**src/syscon_pkg.sv**
```systemverilog
package syscon_pkg;

    typedef logic [7:0]  reg_addr_t;   // Register word address
    typedef logic [31:0] reg_word_t;   // Register data word
    typedef logic [7:0]  uart_byte_t;  // One UART character

    // Register map
    localparam reg_addr_t ADDR_SCRATCH0  = 8'h00;  // Scratch pad 0, read/write
    localparam reg_addr_t ADDR_SCRATCH1  = 8'h01;  // Scratch pad 1, read/write
    localparam reg_addr_t ADDR_ID        = 8'h02;  // ID word, read only
    localparam reg_addr_t ADDR_CLK_CTRL  = 8'h10;  // Bit 0 enables pulse chain
    localparam reg_addr_t ADDR_OSC_COUNT = 8'h20;  // Read result, write restarts

    localparam reg_word_t SYSCON_ID = 32'h5359_5301;  // "SYS" plus revision

    // Host command opcodes, ASCII 'W' and 'R'
    typedef enum logic [7:0] {
        OP_WRITE = 8'h57,
        OP_READ  = 8'h52
    } cmd_op_e;

    localparam uart_byte_t REPLY_ACK = 8'h06;  // Write done
    localparam uart_byte_t REPLY_NAK = 8'h15;  // Unknown opcode

    localparam logic [7:0] PULSE_RATIO = 8'd10;  // Division between pulse stages

    // Command parser states
    typedef enum logic [2:0] {
        CMD_IDLE,   // Waiting for opcode
        CMD_ADDR,   // Waiting for address byte
        CMD_DATA,   // Collecting four write bytes
        CMD_EXEC,   // Bus strobe cycle
        CMD_REPLY   // Read data capture
    } cmd_state_e;

endpackage

```
**src/uart_port.sv**
```systemverilog
module uart_port import syscon_pkg::*; #(
    parameter int CLKS_PER_BIT = 434
) (
    input  logic       sys_clk,
    input  logic       rst,
    input  logic       rxd,
    input  logic       tx_start,
    input  uart_byte_t tx_byte,
    output logic       txd,
    output logic       rx_valid,
    output uart_byte_t rx_byte,
    output logic       tx_busy
);

    localparam int CNT_W = $clog2(CLKS_PER_BIT + 1);
    localparam logic [CNT_W-1:0] BIT_MAX  = CNT_W'(CLKS_PER_BIT - 1);      // Full bit time
    localparam logic [CNT_W-1:0] HALF_MAX = CNT_W'(CLKS_PER_BIT / 2 - 1);  // To mid start bit

    logic             rxd_meta;
    logic             rxd_sync;
    logic             rx_active;   // Frame in progress
    logic [CNT_W-1:0] rx_cnt;      // Down counter to next sample point
    logic [3:0]       rx_bit;      // 0 start, 1..8 data, 9 stop
    uart_byte_t       rx_shift;
    logic [CNT_W-1:0] tx_cnt;
    logic [3:0]       tx_bit;
    logic [9:0]       tx_shift;    // Stop, data, start

    always_ff @(posedge sys_clk) begin
        if (rst) begin
            rxd_meta <= 1'b1;      // Line idles high
            rxd_sync <= 1'b1;
        end else begin
            rxd_meta <= rxd;
            rxd_sync <= rxd_meta;
        end
    end

    always_ff @(posedge sys_clk) begin
        if (rst) begin
            rx_active <= 1'b0;
            rx_cnt    <= '0;
            rx_bit    <= '0;
            rx_shift  <= '0;
            rx_byte   <= '0;
            rx_valid  <= 1'b0;
        end else begin
            rx_valid <= 1'b0;
            if (!rx_active) begin
                if (!rxd_sync) begin       // Falling edge of start bit
                    rx_active <= 1'b1;
                    rx_cnt    <= HALF_MAX;
                    rx_bit    <= '0;
                end
            end else if (rx_cnt != '0) begin
                rx_cnt <= rx_cnt - 1'b1;
            end else begin
                rx_cnt <= BIT_MAX;
                rx_bit <= rx_bit + 4'd1;
                if (rx_bit == 4'd0) begin
                    if (rxd_sync) begin
                        rx_active <= 1'b0; // Glitch, not a start bit
                    end
                end else if (rx_bit == 4'd9) begin
                    rx_active <= 1'b0;
                    if (rxd_sync) begin    // Good stop bit only
                        rx_valid <= 1'b1;
                        rx_byte  <= rx_shift;
                    end
                end else begin
                    rx_shift <= {rxd_sync, rx_shift[7:1]};  // LSB first
                end
            end
        end
    end

    always_ff @(posedge sys_clk) begin
        if (rst) begin
            tx_busy  <= 1'b0;
            tx_cnt   <= '0;
            tx_bit   <= '0;
            tx_shift <= '1;        // txd high out of reset
        end else if (!tx_busy) begin
            if (tx_start) begin
                tx_busy  <= 1'b1;
                tx_shift <= {1'b1, tx_byte, 1'b0};
                tx_cnt   <= BIT_MAX;
                tx_bit   <= '0;
            end
        end else if (tx_cnt != '0) begin
            tx_cnt <= tx_cnt - 1'b1;
        end else begin
            tx_cnt   <= BIT_MAX;
            tx_shift <= {1'b1, tx_shift[9:1]};
            tx_bit   <= tx_bit + 4'd1;
            if (tx_bit == 4'd9) begin
                tx_busy <= 1'b0;   // Stop bit fully sent
            end
        end
    end

    assign txd = tx_shift[0];

    // Server must wait for the previous frame to finish
    a_no_start_busy: assert property (@(posedge sys_clk) disable iff (rst)
        !(tx_start && tx_busy));

endmodule

```
**src/cmd_server.sv**
```systemverilog
module cmd_server import syscon_pkg::*; (
    input  logic       sys_clk,
    input  logic       rst,
    input  logic       rx_valid,
    input  uart_byte_t rx_byte,
    input  logic       tx_busy,
    input  reg_word_t  bus_rdata,
    output logic       tx_start,
    output uart_byte_t tx_byte,
    output reg_addr_t  bus_addr,
    output reg_word_t  bus_wdata,
    output logic       bus_re,
    output logic       bus_we
);

    cmd_state_e state;
    cmd_op_e    op;           // Opcode of current frame
    logic [1:0] byte_cnt;     // Write data bytes received
    reg_word_t  reply_shift;  // Reply bytes, next one in the top byte
    logic [2:0] reply_cnt;    // Reply bytes still to send

    always_ff @(posedge sys_clk) begin
        if (rst) begin
            state       <= CMD_IDLE;
            op          <= OP_READ;
            byte_cnt    <= '0;
            bus_addr    <= '0;
            bus_wdata   <= '0;
            reply_shift <= '0;
            reply_cnt   <= '0;
            tx_start    <= 1'b0;
            tx_byte     <= '0;
        end else begin
            tx_start <= 1'b0;

            // Reply sender hands over one byte whenever the transmitter is free
            if (reply_cnt != 3'd0 && !tx_busy && !tx_start) begin
                tx_start    <= 1'b1;
                tx_byte     <= reply_shift[31:24];
                reply_shift <= reply_shift << 8;
                reply_cnt   <= reply_cnt - 3'd1;
            end

            // A new reply load in the parser overrides the sender
            case (state)
                CMD_IDLE: begin
                    if (rx_valid) begin
                        if (rx_byte == OP_WRITE || rx_byte == OP_READ) begin
                            op    <= cmd_op_e'(rx_byte);
                            state <= CMD_ADDR;
                        end else begin
                            reply_shift <= {REPLY_NAK, 24'h0};  // Stay idle
                            reply_cnt   <= 3'd1;
                        end
                    end
                end
                CMD_ADDR: begin
                    if (rx_valid) begin
                        bus_addr <= rx_byte;
                        byte_cnt <= '0;
                        state    <= (op == OP_WRITE) ? CMD_DATA : CMD_EXEC;
                    end
                end
                CMD_DATA: begin
                    if (rx_valid) begin
                        bus_wdata <= {bus_wdata[23:0], rx_byte};  // MSB first
                        byte_cnt  <= byte_cnt + 2'd1;
                        if (byte_cnt == 2'd3) begin
                            state <= CMD_EXEC;
                        end
                    end
                end
                CMD_EXEC: begin
                    if (op == OP_WRITE) begin
                        reply_shift <= {REPLY_ACK, 24'h0};
                        reply_cnt   <= 3'd1;
                        state       <= CMD_IDLE;
                    end else begin
                        state <= CMD_REPLY;  // Read data arrives next cycle
                    end
                end
                CMD_REPLY: begin
                    reply_shift <= bus_rdata;
                    reply_cnt   <= 3'd4;
                    state       <= CMD_IDLE;
                end
                default: state <= CMD_IDLE;
            endcase
        end
    end

    // Single strobe cycle right after the last command byte
    assign bus_re = (state == CMD_EXEC) && (op == OP_READ);
    assign bus_we = (state == CMD_EXEC) && (op == OP_WRITE);

    // Bus cycle only ever follows a received byte
    a_strobe_after_byte: assert property (@(posedge sys_clk) disable iff (rst)
        (bus_re || bus_we) |-> $past(rx_valid));

endmodule

```
**src/reg_decode.sv**
```systemverilog
module reg_decode import syscon_pkg::*; (
    input  logic      sys_clk,
    input  logic      rst,
    input  reg_addr_t bus_addr,
    input  reg_word_t bus_wdata,
    input  logic      bus_re,
    input  logic      bus_we,
    input  reg_word_t clk_ctrl,
    input  reg_word_t osc_count,
    output reg_word_t bus_rdata,
    output logic      clk_ctrl_we,
    output logic      osc_we
);

    reg_word_t scratch0;
    reg_word_t scratch1;

    // Block write strobes, same cycle as bus_we
    assign clk_ctrl_we = bus_we && (bus_addr == ADDR_CLK_CTRL);
    assign osc_we      = bus_we && (bus_addr == ADDR_OSC_COUNT);

    always_ff @(posedge sys_clk) begin
        if (rst) begin
            scratch0 <= '0;
            scratch1 <= '0;
        end else if (bus_we) begin
            if (bus_addr == ADDR_SCRATCH0) scratch0 <= bus_wdata;
            if (bus_addr == ADDR_SCRATCH1) scratch1 <= bus_wdata;
        end
    end

    // Registered read mux, data valid the cycle after bus_re
    always_ff @(posedge sys_clk) begin
        if (rst) begin
            bus_rdata <= '0;
        end else if (bus_re) begin
            case (bus_addr)
                ADDR_SCRATCH0:  bus_rdata <= scratch0;
                ADDR_SCRATCH1:  bus_rdata <= scratch1;
                ADDR_ID:        bus_rdata <= SYSCON_ID;
                ADDR_CLK_CTRL:  bus_rdata <= clk_ctrl;
                ADDR_OSC_COUNT: bus_rdata <= osc_count;
                default:        bus_rdata <= '0;  // Unmapped
            endcase
        end
    end

endmodule

```
**src/pulse_gen.sv**
```systemverilog
module pulse_gen import syscon_pkg::*; #(
    parameter int CLKS_PER_TICK = 250,
    parameter int SLOW_DIV      = 1000
) (
    input  logic      sys_clk,
    input  logic      rst,
    input  logic      clk_ctrl_we,
    input  reg_word_t bus_wdata,
    output reg_word_t clk_ctrl,
    output logic      pulse_200k,
    output logic      pulse_20k,
    output logic      pulse_2k,
    output logic      power_good
);

    localparam int TICK_W = $clog2(CLKS_PER_TICK + 1);
    localparam int SLOW_W = $clog2(SLOW_DIV + 1);
    localparam logic [TICK_W-1:0] TICK_MAX = TICK_W'(CLKS_PER_TICK - 1);
    localparam logic [SLOW_W-1:0] SLOW_MAX = SLOW_W'(SLOW_DIV - 1);
    localparam logic [7:0]        DEC_MAX  = PULSE_RATIO - 8'd1;

    logic              enable;
    logic [TICK_W-1:0] tick_cnt;   // System clocks within one 200 kHz period
    logic [7:0]        dec1_cnt;   // 200 kHz pulses within 20 kHz period
    logic [7:0]        dec2_cnt;   // 20 kHz pulses within 2 kHz period
    logic [SLOW_W-1:0] slow_cnt;   // 2 kHz pulses per power_good half period
    logic              hit_200k;
    logic              hit_20k;
    logic              hit_2k;

    assign enable   = clk_ctrl[0];
    assign hit_200k = enable && (tick_cnt == TICK_MAX);
    assign hit_20k  = hit_200k && (dec1_cnt == DEC_MAX);  // Nested so stages coincide
    assign hit_2k   = hit_20k && (dec2_cnt == DEC_MAX);

    always_ff @(posedge sys_clk) begin
        if (rst) begin
            clk_ctrl <= '0;
        end else if (clk_ctrl_we) begin
            clk_ctrl <= {31'h0, bus_wdata[0]};
        end
    end

    always_ff @(posedge sys_clk) begin
        if (rst) begin
            tick_cnt   <= '0;
            dec1_cnt   <= '0;
            dec2_cnt   <= '0;
            slow_cnt   <= '0;
            pulse_200k <= 1'b0;
            pulse_20k  <= 1'b0;
            pulse_2k   <= 1'b0;
            power_good <= 1'b0;
        end else if (clk_ctrl_we) begin
            tick_cnt   <= '0;          // Restart whole chain
            dec1_cnt   <= '0;
            dec2_cnt   <= '0;
            slow_cnt   <= '0;
            pulse_200k <= 1'b0;
            pulse_20k  <= 1'b0;
            pulse_2k   <= 1'b0;
        end else begin
            pulse_200k <= hit_200k;
            pulse_20k  <= hit_20k;
            pulse_2k   <= hit_2k;
            if (enable) begin
                tick_cnt <= hit_200k ? '0 : tick_cnt + 1'b1;
            end
            if (hit_200k) begin
                dec1_cnt <= hit_20k ? 8'd0 : dec1_cnt + 8'd1;
            end
            if (hit_20k) begin
                dec2_cnt <= hit_2k ? 8'd0 : dec2_cnt + 8'd1;
            end
            if (hit_2k) begin
                if (slow_cnt == SLOW_MAX) begin
                    slow_cnt   <= '0;
                    power_good <= ~power_good;  // Slow square wave
                end else begin
                    slow_cnt <= slow_cnt + 1'b1;
                end
            end
        end
    end

    // Every divider wraps at its terminal count
    a_cnt_range: assert property (@(posedge sys_clk) disable iff (rst)
        tick_cnt <= TICK_MAX && dec1_cnt <= DEC_MAX &&
        dec2_cnt <= DEC_MAX && slow_cnt <= SLOW_MAX);

endmodule

```
**src/osc_counter.sv**
```systemverilog
module osc_counter import syscon_pkg::*; #(
    parameter int GATE_CLKS = 50000
) (
    input  logic      sys_clk,
    input  logic      rst,
    input  logic      ref_clk,
    input  logic      osc_we,
    output reg_word_t osc_count
);

    localparam int GATE_W = $clog2(GATE_CLKS + 1);
    localparam logic [GATE_W-1:0] GATE_MAX = GATE_W'(GATE_CLKS - 1);

    logic              ref_meta;
    logic              ref_sync;
    logic              ref_prev;     // For edge detect
    logic              ref_rise;
    logic              gate_active;  // Measurement window open
    logic [GATE_W-1:0] gate_cnt;
    reg_word_t         edge_cnt;

    assign ref_rise = ref_sync && !ref_prev;

    always_ff @(posedge sys_clk) begin
        if (rst) begin
            ref_meta <= 1'b0;
            ref_sync <= 1'b0;
            ref_prev <= 1'b0;
        end else begin
            ref_meta <= ref_clk;   // Async reference, two flops
            ref_sync <= ref_meta;
            ref_prev <= ref_sync;
        end
    end

    always_ff @(posedge sys_clk) begin
        if (rst) begin
            gate_active <= 1'b0;
            gate_cnt    <= '0;
            edge_cnt    <= '0;
            osc_count   <= '0;
        end else if (osc_we) begin
            gate_active <= 1'b1;   // Window opens next cycle
            gate_cnt    <= '0;
            edge_cnt    <= '0;
        end else if (gate_active) begin
            gate_cnt <= gate_cnt + 1'b1;
            edge_cnt <= edge_cnt + (ref_rise ? 32'd1 : 32'd0);
            if (gate_cnt == GATE_MAX) begin
                gate_active <= 1'b0;
                osc_count   <= edge_cnt + (ref_rise ? 32'd1 : 32'd0);  // Include last cycle
            end
        end
    end

endmodule

```
**src/syscon_top.sv**
```systemverilog
module syscon_top import syscon_pkg::*; #(
    parameter int CLKS_PER_BIT  = 434,    // 115200 baud at 50 MHz
    parameter int CLKS_PER_TICK = 250,    // 200 kHz at 50 MHz
    parameter int SLOW_DIV      = 1000,   // 1 Hz power_good
    parameter int GATE_CLKS     = 50000   // 1 ms window
) (
    input  logic sys_clk,
    input  logic rst,
    input  logic uart_rxd,
    input  logic ref_clk_16khz,
    output logic uart_txd,
    output logic pulse_20khz,
    output logic pulse_2khz,
    output logic power_good
);

    logic       rx_valid;
    uart_byte_t rx_byte;
    logic       tx_start;
    uart_byte_t tx_byte;
    logic       tx_busy;
    reg_addr_t  bus_addr;
    reg_word_t  bus_wdata;
    reg_word_t  bus_rdata;
    logic       bus_re;
    logic       bus_we;
    logic       clk_ctrl_we;
    logic       osc_we;
    reg_word_t  clk_ctrl;
    reg_word_t  osc_count;

    uart_port #(.CLKS_PER_BIT(CLKS_PER_BIT)) uart_port_i (
        .sys_clk  (sys_clk),
        .rst      (rst),
        .rxd      (uart_rxd),
        .tx_start (tx_start),
        .tx_byte  (tx_byte),
        .txd      (uart_txd),
        .rx_valid (rx_valid),
        .rx_byte  (rx_byte),
        .tx_busy  (tx_busy)
    );

    cmd_server cmd_server_i (
        .sys_clk   (sys_clk),
        .rst       (rst),
        .rx_valid  (rx_valid),
        .rx_byte   (rx_byte),
        .tx_busy   (tx_busy),
        .bus_rdata (bus_rdata),
        .tx_start  (tx_start),
        .tx_byte   (tx_byte),
        .bus_addr  (bus_addr),
        .bus_wdata (bus_wdata),
        .bus_re    (bus_re),
        .bus_we    (bus_we)
    );

    reg_decode reg_decode_i (
        .sys_clk     (sys_clk),
        .rst         (rst),
        .bus_addr    (bus_addr),
        .bus_wdata   (bus_wdata),
        .bus_re      (bus_re),
        .bus_we      (bus_we),
        .clk_ctrl    (clk_ctrl),
        .osc_count   (osc_count),
        .bus_rdata   (bus_rdata),
        .clk_ctrl_we (clk_ctrl_we),
        .osc_we      (osc_we)
    );

    pulse_gen #(
        .CLKS_PER_TICK (CLKS_PER_TICK),
        .SLOW_DIV      (SLOW_DIV)
    ) pulse_gen_i (
        .sys_clk     (sys_clk),
        .rst         (rst),
        .clk_ctrl_we (clk_ctrl_we),
        .bus_wdata   (bus_wdata),
        .clk_ctrl    (clk_ctrl),
        .pulse_200k  (),             // No consumer left on chip
        .pulse_20k   (pulse_20khz),
        .pulse_2k    (pulse_2khz),
        .power_good  (power_good)
    );

    osc_counter #(.GATE_CLKS(GATE_CLKS)) osc_counter_i (
        .sys_clk   (sys_clk),
        .rst       (rst),
        .ref_clk   (ref_clk_16khz),
        .osc_we    (osc_we),
        .osc_count (osc_count)
    );

endmodule

```
**config.mk**
```make
export PLATFORM = sky130hd
export DESIGN_NAME = syscon_top
export DESIGN_NICKNAME = d
export VERILOG_FILES = /design/src/syscon_pkg.sv /design/src/uart_port.sv /design/src/cmd_server.sv /design/src/reg_decode.sv /design/src/pulse_gen.sv /design/src/osc_counter.sv /design/src/syscon_top.sv
export SDC_FILE = /design/constraint.sdc
export NUM_CORES = 1
export LEC_CHECK = 0
export BUFFER_PORTS_ARGS = -buffer_cell sky130_fd_sc_hd__buf_2
export CAP_MARGIN = 20
export CORE_MARGIN = 8
export CORE_UTILIZATION = 35
export DETAILED_ROUTE_END_ITERATION = 7
export PLACE_DENSITY = 0.56
export SLEW_MARGIN = 20
export SYNTH_ARGS = -nofsm -noshare
export SYNTH_HDL_FRONTEND = slang
export SYNTH_HIERARCHICAL = 1
export SYNTH_SLANG_ARGS = --single-unit
```
**constraint.sdc**
```tcl
create_clock -name sys_clk -period 2.5 [get_ports sys_clk]
set_input_delay 0.375 -clock sys_clk [delete_from_list [all_inputs] [get_ports sys_clk]]
set_output_delay 0.375 -clock sys_clk [all_outputs]
set_load 0.1 [all_outputs]
```
==> results of run 1 <==
==> flip-flops by register name (all words and copies together), names as in the netlist, 10 cells and up <==
register and count:
osc_counter_i/edge_cnt 32, pulse_gen_i/slow_cnt 10, cmd_server_i/reply_shift 32, osc_counter_i/osc_count 32
cmd_server_i/bus_wdata 32, reg_decode_i/scratch0 32, reg_decode_i/scratch1 32, osc_counter_i/gate_cnt 16
reg_decode_i/bus_rdata 32
==> through the flow <==
step	setup TNS [ns]	total power, mW	util, %
global placement	0	8.21	36.6
finish	0	14.6	39.7
global route	-0.0297	15.2	39.7
floorplan	0	7.88	-
detailed placement	-0.0881	8.25	36.6
CTS	0	14.8	39.6
==> worst reg2reg max path, stage by stage (launching register included) <==
cell     delay, ns
dfxtp_1       0.42
ha_1          0.17
or4b_4        0.47
nor4_4        0.32
nand2_2       0.25
or4_1         0.53
a21oi_1       0.15
==> what timing repair did <==
action,4_1_cts,5_1_grt
pin swaps,0,1
hold buffers,1,0
resized for setup,1,5
cloned,0,0
endpoints found under the hold margin,1,0
buffers inserted,0,2
endpoints found under the setup margin,8,39
==> worst paths after layout <==
path	endpoint	depth (start not counted)
min	osc_counter_i/ref_meta$_SDFF_PP0_	2
max reg2reg	pulse_gen_i/power_good$_SDFFE_PP0P_	6
min reg2reg	uart_port_i/rxd_sync$_SDFF_PP1_	1
max	pulse_gen_i/power_good$_SDFFE_PP0P_	6
==> where the power goes <==
part | switching (mW) | total (mW) | leakage, nW | internal (mW)
combinational | 1.13 | 1.85 | 2.88 | 0.726
clock | 2.55 | 6.45 | 0.731 | 3.90
sequential | 0.168 | 6.26 | 2.99 | 6.09
==> per-layer routing <==
metal | vias to the layer above | routed length [um] | global-route usage (%)
met5 | - | 0 | 0
met4 | 0 | 703 | 3.46
met3 | 56 | 1560 | 2.33
met1 | 6419 | 19600 | 19.3
met2 | 207 | 18800 | 22.9
li1 | 6790 | - | -
==> area by class of cell <==
class / count / area (um2)
fillers: 4870 / 29500
multi-input cells: 1438 / 9070
flip-flops and latches: 371 / 7430
clock buffers: 57 / 1240
well taps: 664 / 831
repair buffers: 62 / 536
clock inverters: 20 / 228
inverters: 29 / 109
==> metrics.md, run 1 <==
| Metric | Value |
|---|---|
| Status | finished clean |
| Pin count of the biggest net entering global routing | 66 |
| CP Launch Point | pulse_gen_i/dec1_cnt[0]$_SDFFE_PP0N_ |
| Slew @ Worst Pin | 0.691 ns |
| Final Max Tran Viols | 0 |
| Max cap viols | 0 |
| Setup WS post-layout | 0.139 ns |
| ANT cells | 0 |
| Worst hold slack | 0.0439 ns |
| Initial Utilization | 35.4% |
| Crit start category | flip-flop |
| Ratio of cells with drive above 1 in the final layout | between 10% and 20% |
| Clock tree buffer depth | 3 |
| Die area | 56900 um2 |
| Antenna violations before repair | 0 |
| Post-DR vias/cell | 5.10 |
| FP Rows | 81 |
| Die W | 238 um |
| Area delta synth->final | 12.2% |
| Leak pwr | 6.61 nW |
| CTS tree | built |
| Pwr dens | ~750 nW/um2 |
| Area after DPL | 17900 um2 |
| Placed cells | 2561 |
| Die Y | 238 um |
| Sinks on the clock net | between 300 and 400 |
| Dpl ws | -0.0236 ns |
| Critical Path Max Stage Delay | 0.52 ns |
| Fmax | approximately 420 MHz |
| Reg-to-reg startpoint | pulse_gen_i/dec1_cnt[0]$_SDFFE_PP0N_ |
| First-pass GRT wire length | 67400 um |
| WP buf/inv | 0 |
| YS warnings | 6 |
| Min-delay src | ref_clk_16khz |
| Data arrival time of the critical path | 2.85 ns |
| Avg Cell Area, Syn | 8.79 um2 |
| Overflow after GRT | 0 |
| Number of buffers created by CTS | 42 |
| Post-Layout Cell Count | 2641 |
| Root buffer cell | clkbuf_16 |
| Htree depth | 2 |
| CP max stage cell | or4_1 |
| Hold Vio Cnt, Final | 0 |
| Num ports | 8 |
| Critical path capture point type | flip-flop |
| Drc violations | 0 |
| Crit path max-delay family | simple AND/OR/NAND/NOR gates |
| Ordered list of cells on the worst path | ha_1, or4b_4, nor4_4, nand2_2, or4_1, a21oi_1 |
| Period utilisation layout | 94.4% |
| Crit path time final | 2.36 ns |
| GP Congestion | about 0.8 |
| Post-Syn Instances | 1970 |
| Hold Crit Class | input pin to flip-flop |
| HPWL Detailed | around 27000 um |
| Commonest non-fill, non-tap cell in the layout | dfxtp_1 |
| Number of port buffers | 7 |
| Core region area | 49000 um2 |
| Critical Path RT | 2.99 ns |
| Vias in the first global route | about 13000 |
| Final net count | approximately 2000 |
| Post-Syn Area | 17300 um2 |
| Flop-to-flop setup slack | 0.14 ns |
| Routed wire length | 40600 um |
| Vias | 13500 |
| DRT Pass-1 Iters | 5 |
| Max-Slew Margin vs Limit | 53.5% |
| CP Class | flip-flop to flip-flop |
| CTS clk-pin slew, worst paths | 0.06 ns |
| CP max FO | 16 |
| Routed len/inst | 15.4 um |
| Setup violations, final | 0 |
| Clock Latency Late Sink | 0.57 ns |
| Final Cell Area | between 15000 and 20000 um2 |
| Total Routing Usage GR | 14.1% |
| Most frequent cells in the layout | 371 x dfxtp_1, 302 x nand2_1, 205 x nor2_1 |
| IR drop worst, VDD | 434 uV |
| Fin Clk Skew | 0.0252 ns |
| Post-route antenna net violation count | 0 |
| Initial drt markers | about 800 |
(Power assumes the default switching activity.)
==> inputs of run 2 (changes only) <==
clock period = 1.9 ns   (was 2.5 ns; I/O delays follow)
==> metrics.md, run 2 (synthesized netlist as in run 1, its figures left out) <==
| Metric | Value |
|---|---|
| Ratio of cells with drive above 1 in the final layout | between 20 and 30% |
| FP Rows | 81 |
| Hold Crit Class | input pin to flip-flop |
| Root buffer cell | clkbuf_16 |
| Post-DR vias/cell | between 5 and 6 |
| CTS clk-pin slew, worst paths | 0.06 ns |
| CP Class | flip-flop to flip-flop |
| Critical Path RT | approximately 2.4 ns |
| Pin count of the biggest net entering global routing | 74 |
| ANT cells | 0 |
| Crit path time final | 2.09 ns |
| IR drop worst, VDD | 594 uV |
| First-pass GRT wire length | 71800 um |
| Leak pwr | between 7 and 8 nW |
| Overflow after GRT | 0 |
| Setup WS post-layout | -0.193 ns |
| DRT Pass-1 Iters | 5 |
| Commonest non-fill, non-tap cell in the layout | dfxtp_1 |
| CP max FO | 7 |
| Total Power | 20.0 mW |
| Period utilisation layout | 110% |
| Die Y | 238 um |
| Die area | approximately 57000 um2 |
| Clock tree buffer depth | 3 |
| Routed wire length | 46000 um |
| Vias | 14500 |
| Final net count | 2159 |
| Hold Vio Cnt, Final | 0 |
| Htree depth | 2 |
| Critical path capture point type | flip-flop |
| Num ports | 8 |
| Most frequent cells in the layout | 365 x dfxtp_1, 285 x nand2_1, 165 x buf_4 |
| Initial drt markers | 760 |
| Fin Clk Skew | 0.0162 ns |
| Clock Latency Late Sink | about 0.56 ns |
| Final Max Tran Viols | 0 |
| Sinks on the clock net | about 370 |
| Routed len/inst | 16.3 um |
| HPWL Detailed | between 20000 and 30000 um |
| Max-Slew Margin vs Limit | between 60 and 70% |
| Data arrival time of the critical path | 2.54 ns |
| Dpl ws | -0.147 ns |
| Core region area | just under 50000 um2 |
| Die W | 238 um |
| Final Util | 46.0% |
| Failing checks | setup timing |
| Fmax | 478 MHz |
| Max cap viols | 0 |
| Total Routing Usage GR | 15.1% |
| Number of port buffers | 7 |
| Area delta synth->final | 29.9% |
| CTS tree | built |
| Number of buffers created by CTS | 42 |
| Crit start category | flip-flop |
| Antenna violations before repair | 0 |
| RSZ-0062 raised after global routing | yes |
| Setup violations, final | 123 |
| Slew @ Worst Pin | 0.533 ns |
| Status | finished with violations |
| Post-route antenna net violation count | 0 |
| Initial Utilization | 35.4% |
| Pwr dens | 888 nW/um2 |
| Drc violations | 0 |
| GP Congestion | 0.840 |
| Vias in the first global route | 13800 |
## run 2: power breakdown
part | switching [mW] | internal (mW) | total, mW
Sequential | 0.190 | 8.01 | 8.20
Clock | 3.26 | 5.37 | 8.63
Combinational | 1.72 | 1.43 | 3.15
Total | 5.17 | 14.8 | 20.0
## run 2: worst paths after layout
path              slack (ns)                                 endpoint  cells past startpoint                                   from
hold / removal          0.09         cmd_server_i/tx_start$_SDFF_PP0_                      2                                    rst
setup / recovery       -0.19  osc_counter_i/edge_cnt[19]$_SDFFE_PP0P_                      8  cmd_server_i/bus_addr[3]$_SDFFE_PP0P_
setup reg to reg       -0.19  osc_counter_i/edge_cnt[19]$_SDFFE_PP0P_                      8  cmd_server_i/bus_addr[3]$_SDFFE_PP0P_
hold reg to reg         0.41          uart_port_i/rxd_sync$_SDFF_PP1_                      1        uart_port_i/rxd_meta$_SDFF_PP1_
## run 2: area by class of cell
type / count / area [um2]
well taps: 664 / 831
repair buffers: 249 / 2570
clock inverters: 18 / 274
fillers: 4649 / 26500
inverters: 29 / 114
flip-flops and latches: 371 / 7430
clock buffers: 56 / 1200
multi-input cells: 1442 / 10100
## run 2: metrics by stage
stage	cells	TNS [ns]	hold WS (ns)	cell area, um2
3_3_place_gp	2688	-6.66	0.394	19300
3_5_place_dp	2688	-10.73	0.398	19300
5_1_grt	2829	-19.49	0.112	22500
2_1_floorplan	2000	-14.41	0.354	17900
6_report	2829	-11.16	0.0913	22500
4_1_cts	2797	-6.92	0.0504	21400
## run 2: critical path, stage by stage (launching register included)
cell,delay (ns)
dfxtp_2,0.32
or4_4,0.58
nor3_4,0.15
and4_4,0.29
buf_6,0.11
or2_4,0.16
buf_6,0.14
clkbuf_16,0.18
nor2_2,0.05
## run 2: timing repair
action | in CTS | in global routing
pin swaps | 22 | 107
hold endpoints to repair | 2 | 0
setup endpoints to repair | 138 | 186
gates cloned | 9 | 10
buffers inserted | 24 | 28
hold buffers | 2 | 0
gates resized for setup | 67 | 197
## run 2: routing by layer
| layer | GRT usage (%) | vias to the layer above | share of wire [%] |
|---|---|---|---|
| met4 | 4.76 | 0 | 2.3 |
| met1 | 20.0 | 7060 | 46 |
| li1 | - | 7188 | - |
| met5 | 0 | - | 0 |
| met3 | 2.13 | 65 | 3.5 |
| met2 | 25.0 | 214 | 48 |
